$ cat src/include/tcdm_fifo_defines.svh
// --------------------
// width and depth macros for the tcdm decoupling queue
// --------------------

`ifndef TCDM_FIFO_DEFINES_SVH
`define TCDM_FIFO_DEFINES_SVH

// address bus width in bits
`define TCDM_AW 32

// read and write data width in bits
`define TCDM_DW 32

// one byte enable per data byte
`define TCDM_BW (`TCDM_DW / 8)

// words held by each of the two stream fifos
// request fifo and response fifo use the same depth
`define TCDM_FIFO_DEPTH 8

`endif // TCDM_FIFO_DEFINES_SVH

$ cat src/verilog/tcdm_fifo_pkg.sv
// --------------------
// request and response structs and the operation enum
// --------------------

`include "tcdm_fifo_defines.svh"

package tcdm_fifo_pkg;

  // operation carried with every request
  // encoded like the classic wen bit so 1 means read
  typedef enum logic {
    OP_WRITE = 1'b0, // store data under be mask
    OP_READ  = 1'b1  // load expects one r_valid pulse back
  } tcdm_op_e;

  // outgoing request as it travels through the request fifo
  // field order sets the packing of the 69 bit word
  typedef struct packed {
    logic [`TCDM_AW-1:0] add;  // byte address
    logic [`TCDM_DW-1:0] data; // write data
    logic [`TCDM_BW-1:0] be;   // byte enables
    tcdm_op_e            op;   // read or write
  } tcdm_req_t;

  // returning read data
  // only r_data is kept on the response side
  typedef struct packed {
    logic [`TCDM_DW-1:0] r_data; // load result
  } tcdm_rsp_t;

endpackage : tcdm_fifo_pkg

$ cat src/verilog/stream_fifo.sv
// --------------------
// valid/ready fifo with sync clear and empty flag
// --------------------

`timescale 1ns/1ps

`include "tcdm_fifo_defines.svh"

module stream_fifo #(
  parameter int unsigned DATA_WIDTH = 32 // word width
) (
  input  logic                  clk_i,
  input  logic                  rst_ni,
  input  logic                  clear_i,      // drops all stored words

  // push side
  input  logic                  push_valid_i,
  input  logic [DATA_WIDTH-1:0] push_data_i,
  output logic                  push_ready_o, // room for one more word

  // pop side
  output logic                  pop_valid_o,  // at least one word stored
  output logic [DATA_WIDTH-1:0] pop_data_o,
  input  logic                  pop_ready_i,

  output logic                  empty_o
);

  localparam int unsigned DEPTH = `TCDM_FIFO_DEPTH;
  localparam int unsigned PTR_W = (DEPTH > 1) ? $clog2(DEPTH) : 1;
  localparam int unsigned CNT_W = $clog2(DEPTH + 1); // must also hold DEPTH itself

  logic [DATA_WIDTH-1:0] mem_q [DEPTH]; // storage array
  logic [PTR_W-1:0]      wr_ptr_q;      // next slot to write
  logic [PTR_W-1:0]      rd_ptr_q;      // oldest stored word
  logic [CNT_W-1:0]      count_q;       // occupancy

  logic full;
  logic empty;
  logic do_push;
  logic do_pop;

  // flags from occupancy
  assign full  = (count_q == CNT_W'(DEPTH));
  assign empty = (count_q == '0);

  assign push_ready_o = ~full;
  assign pop_valid_o  = ~empty;
  assign empty_o      = empty;

  // handshakes
  assign do_push = push_valid_i & ~full;
  assign do_pop  = pop_ready_i & ~empty;

  // head of queue comes straight from the array
  // a fresh word is visible one edge after its push
  assign pop_data_o = mem_q[rd_ptr_q];

  // write pointer with wrap at DEPTH
  always_ff @(posedge clk_i or negedge rst_ni) begin
    if (!rst_ni) begin
      wr_ptr_q <= '0;
    end else if (clear_i) begin
      wr_ptr_q <= '0;
    end else if (do_push) begin
      wr_ptr_q <= (wr_ptr_q == PTR_W'(DEPTH - 1)) ? '0 : wr_ptr_q + 1'b1;
    end
  end

  // read pointer with wrap at DEPTH
  always_ff @(posedge clk_i or negedge rst_ni) begin
    if (!rst_ni) begin
      rd_ptr_q <= '0;
    end else if (clear_i) begin
      rd_ptr_q <= '0;
    end else if (do_pop) begin
      rd_ptr_q <= (rd_ptr_q == PTR_W'(DEPTH - 1)) ? '0 : rd_ptr_q + 1'b1;
    end
  end

  // occupancy
  // push and pop together leave it unchanged
  always_ff @(posedge clk_i or negedge rst_ni) begin
    if (!rst_ni) begin
      count_q <= '0;
    end else if (clear_i) begin
      count_q <= '0;
    end else begin
      case ({do_push, do_pop})
        2'b10:   count_q <= count_q + 1'b1; // push only
        2'b01:   count_q <= count_q - 1'b1; // pop only
        default: count_q <= count_q;        // idle or both
      endcase
    end
  end

  // data array
  always_ff @(posedge clk_i) begin
    if (do_push) begin
      mem_q[wr_ptr_q] <= push_data_i;
    end
  end

endmodule : stream_fifo

$ cat src/verilog/rsp_hold_buffer.sv
// --------------------
// one entry hold for memory read responses
// --------------------

`timescale 1ns/1ps

module rsp_hold_buffer
  import tcdm_fifo_pkg::*;
(
  input  logic      clk_i,
  input  logic      rst_ni,
  input  logic      clear_i,      // drops a held response

  // memory side never stalls
  input  logic      mem_r_valid_i,
  input  tcdm_rsp_t mem_r_data_i,

  // towards the response fifo push port
  output logic      push_valid_o,
  output tcdm_rsp_t push_data_o,
  input  logic      push_ready_i  // fifo has room
);

  logic      pending_q; // held response not yet accepted
  tcdm_rsp_t held_q;    // last response seen on the memory side

  // live response goes out in its own cycle
  // otherwise the held one is offered again
  assign push_valid_o = mem_r_valid_i | pending_q;
  assign push_data_o  = mem_r_valid_i ? mem_r_data_i : held_q;

  // pending flag
  always_ff @(posedge clk_i or negedge rst_ni) begin
    if (!rst_ni) begin
      pending_q <= 1'b0;
    end else if (clear_i) begin
      pending_q <= 1'b0;
    end else if (mem_r_valid_i) begin
      // new arrival replaces any held word
      pending_q <= ~push_ready_i; // keep it only if refused
    end else if (push_ready_i) begin
      pending_q <= 1'b0;          // held word went into the fifo
    end
  end

  // capture every arriving response
  // only meaningful while pending_q is set
  always_ff @(posedge clk_i) begin
    if (mem_r_valid_i) begin
      held_q <= mem_r_data_i;
    end
  end

endmodule : rsp_hold_buffer

$ cat src/verilog/tcdm_fifo_top.sv
// --------------------
// tcdm decoupling queue top
// request fifo, response fifo and response hold buffer
// --------------------

`timescale 1ns/1ps

module tcdm_fifo_top
  import tcdm_fifo_pkg::*;
(
  input  logic      clk_i,
  input  logic      rst_ni,
  input  logic      clear_i,         // sync flush of both fifos and hold

  // target side towards the core
  input  logic      tgt_req_i,       // level request
  input  tcdm_req_t tgt_req_data_i,
  output logic      tgt_gnt_o,       // low when request fifo full
  output logic      tgt_r_valid_o,
  output tcdm_rsp_t tgt_r_data_o,
  input  logic      tgt_r_ready_i,

  // initiator side towards memory
  output logic      ini_req_o,
  output tcdm_req_t ini_req_data_o,
  input  logic      ini_gnt_i,
  input  logic      ini_r_valid_i,   // one pulse per granted read
  input  tcdm_rsp_t ini_r_data_i,
  output logic      ini_r_ready_o,   // room on the response path

  output logic      empty_o          // both fifos drained
);

  localparam int unsigned REQ_W = $bits(tcdm_req_t); // 69 bits
  localparam int unsigned RSP_W = $bits(tcdm_rsp_t); // 32 bits

  // request path
  logic             req_pop_valid;
  logic             req_pop_ready;
  logic [REQ_W-1:0] req_pop_data;
  logic             req_empty;

  // response path
  logic             rsp_room;       // response fifo not full
  logic             rsp_push_valid;
  tcdm_rsp_t        rsp_push_data;
  logic [RSP_W-1:0] rsp_pop_data;
  logic             rsp_empty;

  // outgoing stream
  // core req/gnt map on push valid/ready
  stream_fifo #(
    .DATA_WIDTH ( REQ_W )
  ) u_req_fifo (
    .clk_i        ( clk_i          ),
    .rst_ni       ( rst_ni         ),
    .clear_i      ( clear_i        ),
    .push_valid_i ( tgt_req_i      ),
    .push_data_i  ( tgt_req_data_i ),
    .push_ready_o ( tgt_gnt_o      ),
    .pop_valid_o  ( req_pop_valid  ),
    .pop_data_o   ( req_pop_data   ),
    .pop_ready_i  ( req_pop_ready  ),
    .empty_o      ( req_empty      )
  );

  // new requests only go out while responses have somewhere to land
  // req may drop before a grant when the response fifo fills
  assign ini_req_o      = req_pop_valid & rsp_room;
  assign ini_req_data_o = tcdm_req_t'(req_pop_data);

  // pop only on a real handshake
  // a stray gnt while req is masked must not lose a word
  assign req_pop_ready = ini_gnt_i & rsp_room;

  assign ini_r_ready_o = rsp_room; // memory issues nothing new without room

  // late responses land here when the fifo is full
  rsp_hold_buffer u_rsp_hold (
    .clk_i         ( clk_i          ),
    .rst_ni        ( rst_ni         ),
    .clear_i       ( clear_i        ),
    .mem_r_valid_i ( ini_r_valid_i  ),
    .mem_r_data_i  ( ini_r_data_i   ),
    .push_valid_o  ( rsp_push_valid ),
    .push_data_o   ( rsp_push_data  ),
    .push_ready_i  ( rsp_room       )
  );

  // incoming stream
  // pop side maps on r_valid/r_ready
  stream_fifo #(
    .DATA_WIDTH ( RSP_W )
  ) u_rsp_fifo (
    .clk_i        ( clk_i          ),
    .rst_ni       ( rst_ni         ),
    .clear_i      ( clear_i        ),
    .push_valid_i ( rsp_push_valid ),
    .push_data_i  ( rsp_push_data  ),
    .push_ready_o ( rsp_room       ),
    .pop_valid_o  ( tgt_r_valid_o  ),
    .pop_data_o   ( rsp_pop_data   ),
    .pop_ready_i  ( tgt_r_ready_i  ),
    .empty_o      ( rsp_empty      )
  );

  assign tgt_r_data_o = tcdm_rsp_t'(rsp_pop_data);

  // combined flag
  // a held response is not counted here
  assign empty_o = req_empty & rsp_empty;

endmodule : tcdm_fifo_top

$ cat config.mk
export PLATFORM = sky130hd
export DESIGN_NAME = tcdm_fifo_top
export DESIGN_NICKNAME = d
export VERILOG_FILES = /design/src/verilog/tcdm_fifo_pkg.sv /design/src/verilog/stream_fifo.sv /design/src/verilog/rsp_hold_buffer.sv /design/src/verilog/tcdm_fifo_top.sv
export VERILOG_INCLUDE_DIRS = /design/src /design/src/include
export SDC_FILE = /design/constraint.sdc
export NUM_CORES = 1
export LEC_CHECK = 0
export BUFFER_PORTS_ARGS = -buffer_cell sky130_fd_sc_hd__buf_4
export CAP_MARGIN = 20
export CORE_UTILIZATION = 34
export CTS_CLUSTER_SIZE = 24
export DETAILED_ROUTE_END_ITERATION = 10
export SLEW_MARGIN = 20
export SYNTH_ARGS = -nofsm -noshare
export SYNTH_HDL_FRONTEND = slang
export SYNTH_SLANG_ARGS = --single-unit
$ cat constraint.sdc
create_clock -name clk_i -period 11.54 [get_ports clk_i]
set_clock_uncertainty 0.2 [all_clocks]
set_input_delay 2.308 -clock clk_i [delete_from_list [all_inputs] [get_ports clk_i]]
set_output_delay 2.308 -clock clk_i [all_outputs]
set_load 0.05 [all_outputs]
==> flow_summary.ini, run 1 <==
[power_and_ir_drop]
finalPower_mw = 8.89
pwr-share-clk_pct = 31.6
power.share.combinational_pct = 26.1
p_leak_nw = 12.4
p_int_mw = 6.17
net-switching-power_mw = 2.71
p_seq_share_pct = 42.4
peakVddDrop_mv = 0.169
pwr_density_cell_nw_per_um2 = 229
swShare_pct = 30.5

[clock_tree]
clock_latency_ns = 0.66
clk_pin_slew_ns = 0.06
clockBufferDepth = 3
post_cts_buffers = 0
cts_root_buf = clkbuf_16
ctsHoldBuffers = 0
cts_tree = done
htreeDepth = 3
clock_sinks = 861
numCtsBuffers = 89
ctsResizeCount = 0

[floorplanning]
rows = 113
core-area_sq_um = 95200
start_util_pct = 34.4
ios = 214
die-width_um = 312
die_h_um = 312
die-area_sq_um = 97500

[critical_path]
critPathLaunchType = register
path_cells = buf_4 > buf_4 > mux4_2 > mux2_2 > buf_4
crit_type = register to primary output
cp_common_cell = buf_4
endpoint_kind = primary output
cp_slowest_cell = dfrtp_4
cp_max_fo = 50
slowest_delay_ns = 0.86
required_ns = 9.03
rr_worst_depth = 4
arrival_ns = 3.98

[yosys]
synth.net_count = 1530
ys_seq_area_share_pct = 77.7
synth_seq_cells = 861
synthDistinctLibCells = 49
avgSynthCellArea_sq_um = 23.2
netlist_area_sq_um = 32700
syn-instance-count = 1411
ys_warn_count = 0

[timing]
hold_viol = 0
setup_ws_ns = 5.05
drv_slew = 0
timing.fmax_ghz = 0.154
setup_tns_ns = 0
rsz0062_at_grt = false
period_needed_ns = 6.49
slew_headroom_pct = 29.5
setup_violations = 0
fin_crit_sh_pct = 56.2
tightestPinTransition_ns = 1.06
timing.hold.ws_ns = 0.368

[drt]
wl_um = 71000
drt_iter0_drc = 1071
dr.pass1.iters = 5
vias_per_cell = 4.94
drc = 0
vias = 14900
avgRoutedWirePerCell_um = 23.6
ant_nets = 0

[placed_design]
portBuffers = 213
placed_area_sq_um = 36000
dpl.hpwl_um = 38100
dp_worst_setup_slack_ns = 5.67
gp_congestion = 0.707

[run_status]
status = finished clean

[final_layout]
final_area_sq_um = 38800
diodes = 0
finalNetCount = 1793
area_growth_pct = 18.6
layout-drive-gt1-share_pct = 42.3

[job]
maxCapViolCount = 0

[global_routing]
antenna_found_initial = 8
grtUsageTotal_pct = 14.6
grt_pass1_vias = 16300
grt_pass1_wl_um = 105000
grt_max_degree = 103
grt-ovfl-total = 0

[min_path]
min_path_type = register to register
holdPathStages = 1
==> placed cells by master (no fill, tap or decap), types with 5 or more instances in the layout <==
| cell type | count |
|---|---|
| edfxtp_1 | 808 |
| buf_4 | 242 |
| mux4_2 | 202 |
| mux2_2 | 133 |
| clkbuf_16 | 91 |
| dfxtp_1 | 32 |
| nand2_1 | 23 |
| clkbuf_1 | 19 |
| clkinv_2 | 17 |
| dfrtp_1 | 16 |
| a21oi_1 | 15 |
| clkinv_1 | 15 |
| ha_1 | 11 |
| nand3_1 | 9 |
| nor2_1 | 9 |
| nor3_2 | 8 |
| nor2_4 | 6 |
| bufinv_16 | 6 |
| nand2b_1 | 5 |
| nor3_1 | 5 |
==> cell usage after synthesis, drive strengths merged <==
cell,n,area [sq um]
nor4b,1,23.8
and3,2,12.5
o221a,1,20.0
nor3b,1,7.51
nand3,9,45.0
nor4,3,18.8
nand2b,5,31.3
or3,3,18.8
mux2i,2,20.0
or3b,1,8.76
nand3b,1,7.51
a31oi,2,12.5
nor2b,2,12.5
dfrtp,21,526
mux4,202,4550
mux2,135,1520
o2111ai,1,8.76
a211o,2,17.5
o21a,1,7.51
nor2,15,56.3
o21ai,4,20.0
or4,1,7.51
or4b,1,10.0
nor3,13,65.1
dfxtp,32,641
inv,3,11.3
o31ai,2,15.0
a32o,1,10.0
nand4b,2,17.5
ha,11,138
buf,32,165
or2,3,18.8
o41ai,1,27.5
a21o,4,32.5
a21oi,16,91.3
a32oi,1,8.76
nand2,23,86.3
edfxtp,808,24300
clkbuf,39,148
xor2,4,35.0
==> power by group through the flow <==
stage | Clock [mW] | Combinational, mW | Sequential [mW]
after detailed placement | 0 | 2.35 | 3.84
final | 2.81 | 2.32 | 3.77
after global routing | 3.00 | 2.45 | 3.79
after global placement | 0 | 2.34 | 3.83
after floorplan | 0 | 1.78 | 3.75
after CTS | 2.89 | 2.36 | 3.77
==> kinds of logic after synthesis <==
| kind of cell | share of synthesized area, % |
|---|---|
| fa+ha+maj | 0.420 |
| compound gates | 0.829 |
| buf+inv | 0.990 |
| simple gates | 1.37 |
| mux | 18.6 |
| flops | 77.7 |
| xor+xnor | 0.107 |
==> critical path, delay by kind of cell, from the launching register on <==
| family | cells | cell delay (ns) |
|---|---|---|
| buffers and inverters | 3 | 1.69 |
| DFF | 1 | 0.86 |
| muxes | 2 | 0.71 |
==> metrics by stage <==
stage	std cells	utilization, %
2_1_floorplan	1411	-
3_5_place_dp	2848	37.8
5_1_grt	3010	40.8
6_report	3010	40.8
3_3_place_gp	2848	37.8
4_1_cts	3010	40.8
==> path summary, 6_finish.rpt <==
path                                      endpoint  slack [ns]                   start
max in group asynchronous   u_rsp_fifo.rd_ptr_q[0]        9.46                  rst_ni
hold / removal                u_rsp_hold.held_q[8]        0.37    u_rsp_hold.held_q[8]
hold reg to reg               u_rsp_hold.held_q[8]        0.37    u_rsp_hold.held_q[8]
setup reg to reg           u_req_fifo.mem_q[3][66]        7.94   u_req_fifo.count_q[1]
min in group asynchronous    u_req_fifo.count_q[2]        1.37                  rst_ni
setup / recovery                ini_req_data_o[41]        5.05  u_req_fifo.rd_ptr_q[1]
==> state kept, by name, indices dropped and copies added (netlist names) <==
signal                count
u_rsp_fifo.wr_ptr_q       3
u_rsp_fifo.count_q        4
u_req_fifo.mem_q        552
u_rsp_hold.pending_q      1
u_req_fifo.rd_ptr_q       3
u_rsp_fifo.mem_q        256
u_rsp_fifo.rd_ptr_q       3
u_req_fifo.wr_ptr_q       3
u_rsp_hold.held_q        32
u_req_fifo.count_q        4
==> routing by layer <==
metal  up-vias  share of wire [%]  track usage, %
li1       6475                  -               -
met1      7945                 41            18.2
met2       344                 51            24.8
met3        92                6.8            4.37
met4        16                1.6            3.79
met5         -               0.13               0
==> final cells by class <==
class	instances	area [sq um]
fill	8311	56300
tap	1265	1580
timing repair buffer	243	1840
inverter	3	11.3
multi-input combinational	476	7080
clock buffer	113	2390
sequential	861	25400
clock inverter	49	489
Note: power is estimated with default switching activity, not from simulation.
==> run 2, diff against run 1 <==
==> constraint.sdc (replaced) <==
create_clock -name clk_i -period 6.4 [get_ports clk_i]
set_clock_uncertainty 0.2 [all_clocks]
set_input_delay 1.28 -clock clk_i [delete_from_list [all_inputs] [get_ports clk_i]]
set_output_delay 1.28 -clock clk_i [all_outputs]
set_load 0.05 [all_outputs]
==> run 2 against run 1 <==
Against the previous run: die area unchanged; sequential share of layout area about the same; non-clock buffer count down 3; setup slack worse by 3.6 ns; utilization about the same; cell count down 0.20%; critical endpoint is now ini_req_data_o[20]; largest cell class unchanged.
==> flow_summary.ini, run 2 (same netlist as run 1, synthesis figures left out) <==
[run_status]
status = finished clean

[final_layout]
largest_register = u_req_fifo.mem_q
register_area_sq_um = 25400
layout-drive-gt1-share_pct = 41.9
finalNetCount = 1790
multi_input_area_sq_um = 7100
layout.cells.most_common = edfxtp_1
final_area_sq_um = 38900
final_cell_mix = edfxtp_1 (808), buf_4 (232), mux4_2 (202)
largest_reg_flops = 552
top_regs = u_req_fifo.mem_q x552, u_rsp_fifo.mem_q x256, u_rsp_hold.held_q x32
area_growth_pct = 18.7
n_fill_cell = 8272

[power_and_ir_drop]
p_int_mw = 11.1
peakVddDrop_mv = 0.340
pwr_density_cell_nw_per_um2 = 409
swShare_pct = 30.2
power.share.combinational_pct = 25.9
p_seq_share_pct = 43.0
p_leak_nw = 12.4
net-switching-power_mw = 4.80
pwr-share-clk_pct = 31.1

[drt]
vias = 14800
avgRoutedWirePerCell_um = 22.4
drc = 0
wl_um = 67400
drt_iter0_drc = 993
dr.pass1.iters = 5
ant_nets = 0
vias_per_cell = 4.92

[timing]
setup_violations = 0
fin_crit_sh_pct = 77.7
drv_slew = 0
timing.fmax_ghz = 0.201
rsz0062_at_grt = false
hold_viol = 0
timing.hold.ws_ns = 0.322
slew_headroom_pct = 31.0
tightestPinTransition_ns = 1.03
period_needed_ns = 4.97

[floorplanning]
die-area_sq_um = 97500
rows = 113
start_util_pct = 34.4
ios = 214
die-width_um = 312
die_h_um = 312
core-area_sq_um = 95200

[global_routing]
antenna_found_initial = 3
grtUsageTotal_pct = 13.9
grt-ovfl-total = 0
grt_pass1_vias = 16200
grt_busiest_layer = met2
grt_pass1_wl_um = 102000
met3_usage_pct = 3.62
use_met1_pct = 17.3
grtUsageMet2_pct = 23.8
grt_max_degree = 86

[critical_path]
cp_max_fo = 43
r2r-start = u_rsp_fifo.count_q[1]
critPathLaunchType = register
cp_slowest_cell = dfrtp_4
reg2reg_slack_ns = 3.34
path_cells = buf_4 > mux4_2 > mux2_2 > buf_4
required_ns = 4.92
slowest_delay_ns = 0.99
arrival_ns = 3.49
r2r-end = u_rsp_fifo.mem_q[7][26]
endpoint_kind = primary output
cp_common_cell = buf_4
crit_type = register to primary output
rr_worst_depth = 5

[min_path]
min_path_type = primary input to async pin

[clock_tree]
ctsHoldBuffers = 0
cts_root_buf = clkbuf_16
ctsResizeCount = 0
post_cts_buffers = 0
clockBufferDepth = 3
clock_sinks = 861
clock_latency_ns = 0.63
numCtsBuffers = 89
cts_tree = done
clk_pin_slew_ns = 0.06
htreeDepth = 3

[job]
maxCapViolCount = 0

[placed_design]
portBuffers = 213
placed_area_sq_um = 36000
gp_congestion = 0.703
dpl.hpwl_um = 35700
==> run 2: metrics by stage <==
| step | util (%) | setup WS (ns) | instances | TNS (ns) | total power, mW |
|---|---|---|---|---|---|
| final | 40.8 | 1.43 | 3004 | 0 | 15.9 |
| after global placement | 37.9 | 2.06 | 2845 | 0 | 11.1 |
| after global routing | 40.8 | 1.18 | 3004 | 0 | 16.5 |
| after floorplan | - | -0.917 | 1411 | -189.85 | 9.96 |
| after CTS | 40.8 | 1.29 | 3003 | 0 | 16.1 |
| after detailed placement | 37.9 | 2.03 | 2845 | 0 | 11.1 |
==> run 2: per-layer routing <==
metal  share of wire, %  vias to the layer above  wire (um)
met3                5.8                       92       3890
met5              0.036                        -         24
met4                1.9                        4       1280
met1                 41                     7907      27500
li1                   -                     6459          -
met2                 51                      306      34700
==> run 2: worst max path at each step <==
stage / to / from / cells after the start
floorplan: u_req_fifo.mem_q[2][0] / tgt_req_i / 3
global placement: ini_req_data_o[20] / u_req_fifo.rd_ptr_q[0] / 4
detailed placement: ini_req_data_o[20] / u_req_fifo.rd_ptr_q[0] / 4
CTS: ini_req_data_o[20] / u_req_fifo.rd_ptr_q[0] / 4
global route: ini_req_data_o[20] / u_req_fifo.rd_ptr_q[0] / 4
finish: ini_req_data_o[20] / u_req_fifo.rd_ptr_q[0] / 4
==> run 2: cell type report <==
| type | instances | share of cell area (%) |
|---|---|---|
| clock buffers | 116 | 6.15 |
| repair buffers | 240 | 4.89 |
| diodes | 1 | 0.00644 |
| clock inverters | 42 | 1.08 |
| flip-flops and latches | 861 | 65.5 |
| multi-input cells | 476 | 18.3 |
| well taps | 1265 | 4.07 |
| inverters | 3 | 0.0290 |
==> run 2: power groups by stage <==
stage | Sequential, mW | Combinational [mW] | Clock, mW
after floorplan | 6.75 | 3.21 | 0
after global placement | 6.94 | 4.14 | 0
after detailed placement | 6.96 | 4.18 | 0
after CTS | 6.84 | 4.19 | 5.08
after global routing | 6.89 | 4.35 | 5.29
final | 6.83 | 4.11 | 4.94
==> run 2: critical path: cells and delay by family, from the launching register on <==
family / cells / cell delay, ns
mux: 2 / 0.89
flops: 1 / 0.99
buf+inv: 2 / 0.87
